[src/source/board_io_pkg.sv]
`default_nettype none

package board_io_pkg;

  // APB word addressing, 16-bit data with two byte lanes
  localparam int addr_w = 8;
  localparam int data_w = 16;
  localparam int strb_w = 2;

  // 0x00..0x7F data memory, bit 7 set selects the I/O region
  localparam int mem_words = 128;

  localparam logic [addr_w-1:0] io_led_lcd_addr = 8'h80; // {lcd, led}
  localparam logic [addr_w-1:0] io_gpio_addr    = 8'h81; // {0, gpio}

  // LED matrix geometry
  localparam int num_rows = 5;

  typedef logic [2:0] row_idx_t;

  // fixed one-hot columns for rows 0..3, entry 0 is row 0
  localparam logic [3:0][7:0] row_pattern = {
    8'h10,
    8'h20,
    8'h40,
    8'h80
  };

endpackage

`default_nettype wire

[src/source/mem_bus_if.sv]
`timescale 1ns/1ps
`default_nettype none

interface mem_bus_if;

  logic                              req;   // one-cycle strobe
  logic                              we;
  logic [board_io_pkg::strb_w-1:0]   strb;
  logic [board_io_pkg::addr_w-1:0]   addr;
  logic [board_io_pkg::data_w-1:0]   wdata;
  logic                              sel_mem;
  logic                              sel_io;

  // responses, valid the cycle after req
  logic [board_io_pkg::data_w-1:0]   mem_rdata;
  logic [board_io_pkg::data_w-1:0]   io_rdata;
  logic                              io_err;

  modport ctrl (
    output req, we, strb, addr, wdata, sel_mem, sel_io,
    input  mem_rdata, io_rdata, io_err
  );

  modport mem (
    input  req, we, strb, addr, wdata, sel_mem,
    output mem_rdata
  );

  modport io (
    input  req, we, strb, addr, wdata, sel_io,
    output io_rdata, io_err
  );

endinterface

`default_nettype wire

[src/source/apb_access_fsm.sv]
`timescale 1ns/1ps
`default_nettype none

module apb_access_fsm (
  input  wire                              sys_clk,
  input  wire                              rst_n,
  input  wire                              psel,
  input  wire                              penable,
  input  wire                              pwrite,
  input  wire [board_io_pkg::addr_w-1:0]   paddr,
  input  wire [board_io_pkg::data_w-1:0]   pwdata,
  input  wire [board_io_pkg::strb_w-1:0]   pstrb,
  output logic [board_io_pkg::data_w-1:0]  prdata,
  output logic                             pready,
  output logic                             pslverr,
  mem_bus_if.ctrl                          bus
);

  localparam int region_bit = board_io_pkg::addr_w - 1;

  typedef enum logic [1:0] {
    st_idle,
    st_request,  // A1
    st_respond   // A2
  } state_t;

  state_t state;
  logic   req_q;
  logic   sel_mem_q;
  logic   sel_io_q;

  always_ff @(posedge sys_clk or negedge rst_n) begin
    if (!rst_n) begin
      state     <= st_idle;
      req_q     <= 1'b0;
      sel_mem_q <= 1'b0;
      sel_io_q  <= 1'b0;
    end else begin
      case (state)
        st_idle: begin
          if (psel && !penable) begin // setup phase seen
            state     <= st_request;
            req_q     <= 1'b1;
            sel_mem_q <= !paddr[region_bit];
            sel_io_q  <= paddr[region_bit];
          end
        end
        st_request: begin
          state <= st_respond;
          req_q <= 1'b0;
        end
        default: begin
          state     <= st_idle;
          sel_mem_q <= 1'b0;
          sel_io_q  <= 1'b0;
        end
      endcase
    end
  end

  // requester holds address and data until pready
  assign bus.req     = req_q;
  assign bus.we      = pwrite;
  assign bus.strb    = pstrb;
  assign bus.addr    = paddr;
  assign bus.wdata   = pwdata;
  assign bus.sel_mem = sel_mem_q;
  assign bus.sel_io  = sel_io_q;

  assign pready  = (state == st_respond);
  assign pslverr = pready && sel_io_q && bus.io_err;

  always_comb begin
    if (sel_mem_q)
      prdata = bus.mem_rdata;
    else if (sel_io_q)
      prdata = bus.io_rdata;
    else
      prdata = '0;
  end

  a_penable_needs_psel : assert property (
    @(posedge sys_clk) disable iff (!rst_n) penable |-> psel);

  a_sel_exclusive : assert property (
    @(posedge sys_clk) disable iff (!rst_n) !(bus.sel_mem && bus.sel_io));

endmodule

`default_nettype wire

[src/source/board_io_top.sv]
`timescale 1ns/1ps
`default_nettype none

module board_io_top #(
  parameter int PERIOD  = 27000,
  parameter int GAP_ON  = 100,
  parameter int GAP_OFF = 2000
) (
  input  wire                                    sys_clk,
  input  wire                                    rst_n,
  input  wire                                    psel,
  input  wire                                    penable,
  input  wire                                    pwrite,
  input  wire [board_io_pkg::addr_w-1:0]         paddr,
  input  wire [board_io_pkg::data_w-1:0]         pwdata,
  input  wire [board_io_pkg::strb_w-1:0]         pstrb,
  output logic [board_io_pkg::data_w-1:0]        prdata,
  output logic                                   pready,
  output logic                                   pslverr,
  output logic [board_io_pkg::num_rows-1:0]      led_row,
  output logic [7:0]                             led_col,
  output logic                                   lcd_e,
  output logic                                   lcd_rw,
  output logic                                   lcd_rs,
  output logic [3:0]                             lcd_db,
  output logic [7:0]                             gpio
);

  logic [7:0]             led_byte;
  logic [7:0]             lcd_byte;
  logic [7:0]             gpio_byte;
  board_io_pkg::row_idx_t row_idx;
  logic                   row_gate;

  mem_bus_if bus ();

  apb_access_fsm u_apb (
    .sys_clk (sys_clk),
    .rst_n   (rst_n),
    .psel    (psel),
    .penable (penable),
    .pwrite  (pwrite),
    .paddr   (paddr),
    .pwdata  (pwdata),
    .pstrb   (pstrb),
    .prdata  (prdata),
    .pready  (pready),
    .pslverr (pslverr),
    .bus     (bus.ctrl)
  );

  data_mem u_mem (.sys_clk(sys_clk), .rst_n(rst_n), .bus(bus.mem));

  io_regs u_io (
    .sys_clk   (sys_clk),
    .rst_n     (rst_n),
    .bus       (bus.io),
    .led_byte  (led_byte),
    .lcd_byte  (lcd_byte),
    .gpio_byte (gpio_byte)
  );

  row_scan_timer #(
    .PERIOD  (PERIOD),
    .GAP_ON  (GAP_ON),
    .GAP_OFF (GAP_OFF)
  ) u_scan (
    .sys_clk  (sys_clk),
    .rst_n    (rst_n),
    .row_idx  (row_idx),
    .row_gate (row_gate)
  );

  led_matrix_drive u_drive (
    .row_idx  (row_idx),
    .row_gate (row_gate),
    .led_byte (led_byte),
    .led_row  (led_row),
    .led_col  (led_col)
  );

  // lcd pin fields, bit 3 unused
  assign lcd_e  = lcd_byte[0];
  assign lcd_rw = lcd_byte[1];
  assign lcd_rs = lcd_byte[2];
  assign lcd_db = lcd_byte[7:4];

  assign gpio = gpio_byte;

endmodule

`default_nettype wire

[src/source/data_mem.sv]
`timescale 1ns/1ps
`default_nettype none

module data_mem (
  input  wire      sys_clk,
  input  wire      rst_n,
  mem_bus_if.mem   bus
);

  localparam int idx_w = $clog2(board_io_pkg::mem_words);

  logic [board_io_pkg::data_w-1:0] ram [board_io_pkg::mem_words];
  logic [board_io_pkg::data_w-1:0] rdata_q;
  logic [idx_w-1:0]                idx;
  logic                            hit;

  assign idx = bus.addr[idx_w-1:0];
  assign hit = bus.req && bus.sel_mem;

  // byte lanes written independently
  always_ff @(posedge sys_clk) begin
    if (hit && bus.we) begin
      for (int b = 0; b < board_io_pkg::strb_w; b++) begin
        if (bus.strb[b])
          ram[idx][8*b +: 8] <= bus.wdata[8*b +: 8];
      end
    end
  end

  always_ff @(posedge sys_clk or negedge rst_n) begin
    if (!rst_n)
      rdata_q <= '0;
    else if (hit && !bus.we)
      rdata_q <= ram[idx]; // shows up in A2
  end

  assign bus.mem_rdata = rdata_q;

  // region decode lives in the FSM, the address must already be in range here
  a_addr_in_range : assert property (
    @(posedge sys_clk) disable iff (!rst_n)
    hit |-> (int'(bus.addr) < board_io_pkg::mem_words));

endmodule

`default_nettype wire

[src/source/io_regs.sv]
`timescale 1ns/1ps
`default_nettype none

module io_regs (
  input  wire          sys_clk,
  input  wire          rst_n,
  mem_bus_if.io        bus,
  output logic [7:0]   led_byte,
  output logic [7:0]   lcd_byte,
  output logic [7:0]   gpio_byte
);

  logic hit;
  logic hit_led_lcd;
  logic hit_gpio;
  logic [board_io_pkg::data_w-1:0] rdata_q;
  logic err_q;

  assign hit         = bus.req && bus.sel_io;
  assign hit_led_lcd = (bus.addr == board_io_pkg::io_led_lcd_addr);
  assign hit_gpio    = (bus.addr == board_io_pkg::io_gpio_addr);

  always_ff @(posedge sys_clk or negedge rst_n) begin
    if (!rst_n) begin
      led_byte  <= 8'h00;
      lcd_byte  <= 8'h00;
      gpio_byte <= 8'h00;
    end else if (hit && bus.we) begin
      if (hit_led_lcd) begin
        if (bus.strb[0])
          led_byte <= bus.wdata[7:0];
        if (bus.strb[1])
          lcd_byte <= bus.wdata[15:8];
      end else if (hit_gpio && bus.strb[0]) begin
        gpio_byte <= bus.wdata[7:0]; // high lane ignored
      end
    end
  end

  // readback and error for the response cycle
  always_ff @(posedge sys_clk or negedge rst_n) begin
    if (!rst_n) begin
      rdata_q <= '0;
      err_q   <= 1'b0;
    end else begin
      err_q <= hit && !hit_led_lcd && !hit_gpio;
      if (hit) begin
        if (hit_led_lcd)
          rdata_q <= {lcd_byte, led_byte};
        else if (hit_gpio)
          rdata_q <= {8'h00, gpio_byte};
        else
          rdata_q <= '0; // unmapped
      end
    end
  end

  assign bus.io_rdata = rdata_q;
  assign bus.io_err   = err_q;

endmodule

`default_nettype wire

[src/source/led_matrix_drive.sv]
`timescale 1ns/1ps
`default_nettype none

module led_matrix_drive (
  input  wire board_io_pkg::row_idx_t            row_idx,
  input  wire                                    row_gate,
  input  wire [7:0]                              led_byte,
  output logic [board_io_pkg::num_rows-1:0]      led_row,
  output logic [7:0]                             led_col
);

  localparam int led_row_idx = board_io_pkg::num_rows - 1;

  logic [board_io_pkg::num_rows-1:0] row_sel;

  // one-hot row, only inside the gate
  assign row_sel = row_gate ? (board_io_pkg::num_rows'(1) << row_idx) : '0;
  assign led_row = ~row_sel; // active low

  always_comb begin
    if (int'(row_idx) < led_row_idx)
      led_col = board_io_pkg::row_pattern[row_idx[1:0]];
    else if (int'(row_idx) == led_row_idx)
      led_col = led_byte; // last row shows the LED register
    else
      led_col = 8'h00;
  end

endmodule

`default_nettype wire

[src/source/row_scan_timer.sv]
`timescale 1ns/1ps
`default_nettype none

module row_scan_timer #(
  parameter int PERIOD  = 27000,
  parameter int GAP_ON  = 100,
  parameter int GAP_OFF = 2000
) (
  input  wire                     sys_clk,
  input  wire                     rst_n,
  output board_io_pkg::row_idx_t  row_idx,
  output logic                    row_gate
);

  localparam int cnt_w = (PERIOD > 1) ? $clog2(PERIOD) : 1;

  logic [cnt_w-1:0] counter;
  logic             wrap;

  assign wrap = (counter == cnt_w'(PERIOD - 1));

  // dwell counter, free running
  always_ff @(posedge sys_clk or negedge rst_n) begin
    if (!rst_n)
      counter <= '0;
    else if (wrap)
      counter <= '0;
    else
      counter <= counter + 1'b1;
  end

  // next row starts together with counter 0
  always_ff @(posedge sys_clk or negedge rst_n) begin
    if (!rst_n)
      row_idx <= '0;
    else if (wrap) begin
      if (row_idx == board_io_pkg::row_idx_t'(board_io_pkg::num_rows - 1))
        row_idx <= '0;
      else
        row_idx <= row_idx + 1'b1;
    end
  end

  // dead bands at both ends of the dwell
  assign row_gate = (counter >= cnt_w'(GAP_ON)) &&
                    (counter < cnt_w'(PERIOD - GAP_OFF));

  a_row_in_range : assert property (
    @(posedge sys_clk) disable iff (!rst_n)
    int'(row_idx) < board_io_pkg::num_rows);

endmodule

`default_nettype wire

[config.mk]
export PLATFORM = sky130hd
export DESIGN_NAME = board_io_top
export DESIGN_NICKNAME = d
export VERILOG_FILES = /design/src/source/board_io_pkg.sv /design/src/source/mem_bus_if.sv /design/src/source/apb_access_fsm.sv /design/src/source/board_io_top.sv /design/src/source/data_mem.sv /design/src/source/io_regs.sv /design/src/source/led_matrix_drive.sv /design/src/source/row_scan_timer.sv
export SDC_FILE = /design/constraint.sdc
export NUM_CORES = 2
export LEC_CHECK = 0
export BUFFER_PORTS_ARGS = -buffer_cell sky130_fd_sc_hd__clkbuf_2
export CORE_MARGIN = 3
export CORE_UTILIZATION = 35
export CTS_CLUSTER_DIAMETER = 200
export DETAILED_ROUTE_END_ITERATION = 8
export PLACE_DENSITY = 0.6
export SYNTH_ARGS = -nofsm -noshare
export SYNTH_HDL_FRONTEND = slang
export SYNTH_SLANG_ARGS = --single-unit
[constraint.sdc]
create_clock -name sys_clk -period 2.8 [get_ports sys_clk]
set_clock_uncertainty 0.15 [all_clocks]
set_input_delay 0.56 -clock sys_clk [delete_from_list [all_inputs] [get_ports sys_clk]]
set_output_delay 0.56 -clock sys_clk [all_outputs]
set_load 0.005 [all_outputs]
* Yosys cells after proc, flatten, opt, wreduce, memory -nomap -nowiden
Memory sizes are Yosys's and may differ from the RTL's. A register that Yosys moved wholly into a read port is not among the register bits.
Index checks and enable logic that the tools add are counted.
** Storage, ports and cells
- Register bits :: 64
- Bits in writable memories :: 2048
- Input port bits :: 31
- Logic and storage cells :: 80
- Memories kept :: 1
** Memory list
- u_mem.ram :: depth 128, bits a word 16, read ports 1, clocked after memory_dff 1, write ports 1, line data_mem.sv:12 : logic [board_io_pkg::data_w-1:0] ram [board_io_pkg::mem_words];
** Operators by class
- Add/subtract/negate cells :: 2
- Magnitude comparators :: 4
- Equal/unequal tests :: 8
- Shifts and indexed selects :: 1
- Multiplexer cells :: 25
- Bitwise logic cells :: 3
- Reductions and logical operators :: 25
** Operator list (number)
- 16-bit two-way mux :: 3
- 8-bit two-way mux :: 4
- 8-bit binary-select mux with 2-bit select :: 1
- 8-bit == test, second input constant :: 2
- 15-bit by 1-bit adder with 15-bit output, second input constant :: 1
- 15-bit == test, second input constant :: 1
- 15-bit by 7-bit >= comparator with 1-bit output, second input constant :: 1
- 15-bit < comparator, second input constant :: 1
- 15-bit two-way mux :: 1
- 1-bit logical AND :: 12
- 1-bit two-way mux :: 9
- 3-bit AND reduction :: 3
- 3-bit == test, second input constant :: 2
- 1-bit zero test :: 6
- 1-bit case mux with 2 select lines :: 3
- 5-bit two-way mux :: 1
- 5-bit NOT :: 1
- 1-bit by 3-bit << shifter with 5-bit output, first input constant :: 1
- 2-bit case mux with 2 select lines :: 1
- 2-bit AND reduction :: 2
- 3-bit by 1-bit adder with 3-bit output, second input constant :: 1
- 2-bit by 3-bit < comparator with 1-bit output, second input constant :: 1
- 3-bit < comparator, second input constant :: 1
- 3-bit two-way mux :: 1
- 7 further kinds :: 8

* Depth between registers and ports, before layout
- Word-level depth :: 4
- Mapped depth :: 13
- Gate-level depth less buffers :: 7

* By module
From an unflattened synthesis, not the netlist that was laid out.
** Unflattened totals
- Cell total of the unflattened synthesis :: 4899
- Area, all modules :: 84307.1 µm²
** Modules (own cells, without submodules)
- data_mem :: times used 1, cells an instance 4586, area an instance 80911.4 µm²
- io_regs :: times used 1, cells an instance 134, area an instance 1722.9 µm²
- row_scan_timer :: times used 1, cells an instance 89, area an instance 923.4 µm²
- apb_access_fsm :: times used 1, cells an instance 68, area an instance 606.8 µm²
- led_matrix_drive :: times used 1, cells an instance 22, area an instance 142.6 µm²

* Worst setup path after synthesis
No wires, ideal clock.
- Path type :: input port to flip-flop
- Start :: input paddr[0] in the netlist's numbering
- End :: memory u_mem.ram[50][10] in the netlist's numbering (enable)
- Setup time :: 0.370 ns
- Data arrival time :: 2.675 ns
- Required time :: 2.280 ns
- Path slack :: -0.396 ns
- Cell stages on the path :: 8
- Path buffers :: 5
- Path through :: buf_4 > buf_4 > nor3b_2 > clkbuf_1 > clkbuf_1 > nand2_1 > clkbuf_1 > nor2_1
** RTL lines
- from (decl) :: line board_io_top.sv:14 : input wire [board_io_pkg::addr_w-1:0] paddr,
- to (decl) :: line data_mem.sv:12
Straight into the memory's write port.

* Worst setup path after layout
- Start :: register u_scan.counter[12]
- End :: output led_row[4] in the netlist's numbering
** Between the ends
- Longest elaborated chain between the ends :: 4
** RTL lines
- from (decl) :: line row_scan_timer.sv:17 : logic [cnt_w-1:0] counter;
- from (signal assigned) :: line row_scan_timer.sv:29 : counter <= counter + 1'b1;
- 15-bit by 7-bit >= comparator with 1-bit output or 15-bit < comparator (tied branches) :: line row_scan_timer.sv:45, row_scan_timer.sv:46
- 1-bit logical AND * :: line row_scan_timer.sv:45 : assign row_gate = (counter >= cnt_w'(GAP_ON)) &&
- 5-bit two-way mux * :: line led_matrix_drive.sv:17 : assign row_sel = row_gate ? (board_io_pkg::num_rows'(1) << row_idx) : '0;
- 5-bit NOT * :: line led_matrix_drive.sv:18 : assign led_row = ~row_sel;
- to (decl) :: line board_io_top.sv:20 : output logic [board_io_pkg::num_rows-1:0] led_row,
Mark *: on every way between the ends. The rest lies on a longest branch, timed or not.

==> reports/qor.csv <==
stage;metric;value;unit
status;outcome;complete, but fails checks;
status;violations;negative setup slack;
die;start_util;35.4;%
timing;finalMaxSlewViolations;0;
global_routing;antenna_found_initial;12;
clock_tree;cts_sinks;2128;
cells_and_area;final_cell_area;103000;µm²
yosys;synth.avg_cell_area;17.8;µm²
yosys;synth.area.top_cells;edfxtp_1 (74%), mux4_2 (5.5%), dfrtp_1 (2.4%);
drt;dr.pass1.iters;6;
clock_tree;cts_tree;done;
global_routing;grt_pass1_wl;357000;µm
drt;drt-initial-drc-count;6408;
placed_design;portBuffers;76;
yosys;ys_ff_latch;2128;
worst_setup_path;cp.required;2.09;ns
worst_setup_path;r2r_slack;0.08;ns
min_path;hold_class;input port to register;
worst_setup_path;path_max_fanout;5;
yosys;ys_seq_area_share;76.8;%
placed_design;dp.final_hpwl;166000;µm
die;die_w;492;µm
cells_and_area;drive_gt1_share;31.0;%
yosys;synth_top_family_by_area;multiplexers;
power_and_ir_drop;p_leak;34.4;nW
yosys;synthTopCellsByCount;edfxtp_1 (2048), nor2_1 (361), a221oi_1 (212);
worst_setup_path;cp_data_arrival_time;2.42;ns
yosys;synth_nets;4669;
cells_and_area;nets;5594;
yosys;synth_largest_area_cell;edfxtp_1;
yosys;synth_warnings;0;
yosys;synth_compound_area_share;8.64;%
worst_setup_path;cp-end-kind;primary output;
yosys;synthArstFlopShare;3.76;%
die;core-area;234000;µm²
global_routing;grt.overflow.total;0;
die;rows;177;
yosys;synthAdderAreaFrac;0.0908;%
timing;timing.hold.ws;0.0743;ns
timing;slew-limit-headroom;35.4;%
cells_and_area;area_delta_synth_final;24.6;%
power_and_ir_drop;total_power;67.7;mW
timing;hold_viol;0;
placed_design;pre_cts_ws;-1.10;ns
clock_tree;clk_pin_slew;0.06;ns
drt;drc;0;
die;die_h;492;µm
yosys;yosys_most_used_dff;edfxtp_1;
clock_tree;cts_buffers;212;
timing;setup_viol;6;
timing;rsz0062_at_grt;true;
drt;routed_wl;249000;µm
yosys;synth_top_area_share;74.4;%
yosys;synth-xor-area-share;0.138;%
drt;drt-vias-per-instance;5.60;
yosys;synthCells;4632;
drt;ant_nets;0;
global_routing;grt_usage;20.1;%
placed_design;placed_cell_area;95900;µm²
yosys;yosys-mux-area-fraction;8.68;%
drt;via_count;49659;
clock_tree;root_buffer;clkbuf_16;
power_and_ir_drop;vdd_ir_drop_max;568;µV
global_routing;grt_max_degree;131;
worst_setup_path;cp-start-kind;register;
timing;min_period;3.13;ns
flow_run;cap_viol_max_count;0;
yosys;post-synth-top-count-cell;edfxtp_1;
placed_design;routabilityCongestion;0.885;
die;die-area;242000;µm²
timing;finalWorstSetupSlack;-0.332;ns
yosys;yosysUniqueCellTypes;70;
yosys;netlist_area;82600;µm²
global_routing;grt_pass1_vias;49088;
power_and_ir_drop;power_density;658;nW/µm²
timing;worstMarginPinSlew;0.969;ns
die;pin_count;77;
timing;clock.fmax;0.319;GHz
clock_tree;htree_levels;4;
clock_tree;clk_path_buf_depth;3;
clock_tree;clk_latency;0.83;ns
yosys;synth_edf_count;2048;
worst_setup_path;critical_path_class;register to primary output;
drt;wl_per_cell;28.0;µm
timing;finalCritPeriodShare;112;%
yosys;synth-simple-area-share;3.66;%
==> cells in the final DEF (no fill, tap or decap), drive strengths merged, types with 7 or more instances in the layout <==
| cell type | count |
|---|---|
| a21oi | 148 |
| nand2 | 205 |
| mux2 | 71 |
| a222oi | 7 |
| nor2b | 17 |
| nor4 | 12 |
| o211ai | 17 |
| dfrtp | 80 |
| o221ai | 21 |
| and2 | 10 |
| a2111oi | 16 |
| nand4 | 9 |
| mux2i | 180 |
| clkbuf | 327 |
| and3 | 10 |
| dlygate4sd3 | 11 |
| nor2 | 361 |
| a221oi | 212 |
| mux4 | 203 |
| clkinv | 90 |
| nor3 | 21 |
| nand3 | 38 |
| edfxtp | 2048 |
| a211oi | 13 |
| a221o | 66 |
| a22oi | 80 |
| inv | 19 |
| buf | 970 |
| o2bb2ai | 12 |
| a22o | 76 |
| o221a | 11 |
| a31oi | 32 |
| o22ai | 19 |
| xor2 | 9 |
| o21ai | 202 |
| bufinv | 18 |
==> worst max-delay path, cell delays in order (launching register included) <==
cell and delay (ns):
dfrtp_1 0.39, or3_4 0.39, o311a_1 0.29, a31oi_1 0.18
buf_4 0.17, nand3_2 0.06, clkbuf_2 0.11
==> layer usage <==
metal	GRT usage (%)	vias up	part of all wire (%)
met5	0	-	0.016
met4	5.60	6	2.7
met3	4.10	393	9.9
met2	31.1	2617	46
met1	28.9	25798	41
li1	-	20845	-
==> kinds of logic after synthesis <==
| kind of cell | after synthesis |
|---|---|
| buf+inv | 335 |
| mux | 454 |
| flops | 2128 |
| simple gates | 714 |
| xor+xnor | 13 |
| fa+ha+maj | 6 |
| compound gates | 982 |
==> stage by stage <==
step	std cells	setup TNS, ns	utilization, %
finish	8870	-1.61	44.1
global route	8867	-2.14	44.1
global placement	8454	-206.60	41.1
detailed placement	8454	-220.48	41.1
floorplan	4632	-26.85	-
CTS	8863	-2.12	44.0
==> final timing paths <==
kind	startpoint	to	cells after the start
min reg2reg	u_io.bus.io_rdata[15]	u_io.bus.io_rdata[15]	2
max reg2reg	u_mem.ram[62][15]	u_mem.bus.mem_rdata[15]	6
min	pwdata[0]	u_mem.ram[57][0]	1
max	u_scan.counter[12]	led_row[4]	6
min in group asynchronous	rst_n	u_scan.row_idx[2]	2
max in group asynchronous	rst_n	u_mem.bus.mem_rdata[10]	3
==> sequential cells by signal (all words and copies together), names as in the netlist, 2 cells and up <==
name                 flops
u_mem.ram             2048
u_io.bus.io_rdata       16
u_mem.bus.mem_rdata     16
u_scan.counter          15
u_io.gpio_byte           8
u_io.lcd_byte            8
u_io.led_byte            8
u_scan.row_idx           3
u_apb.state              2
==> repair_timing <==
item,4_1_cts,5_1_grt
hold endpoints to repair,147,0
setup buffers,5,4
setup endpoints to repair,23,13
gates cloned,1,0
hold buffers,11,0
resized for setup,13,7
pin swaps,4,2
==> area by class of cell <==
class	instances	area, µm²
Inverter	10	42.5
Timing Repair Buffer	1036	10200
Multi-Input combinational cell	2169	18500
Sequential cell	2128	63500
Fill cell	20164	131000
Clock inverter	120	1080
Tap cell	3132	3920
Clock buffer	272	5680
Antenna cell	3	7.51
==> power breakdown <==
part / total, mW / internal [mW] / switching, mW
logic: 4.45 / 1.72 / 2.73
clock network: 27.9 / 15.9 / 12.0
registers: 35.4 / 35.0 / 0.389
No activity file was read; power rests on OpenSTA's default activity.
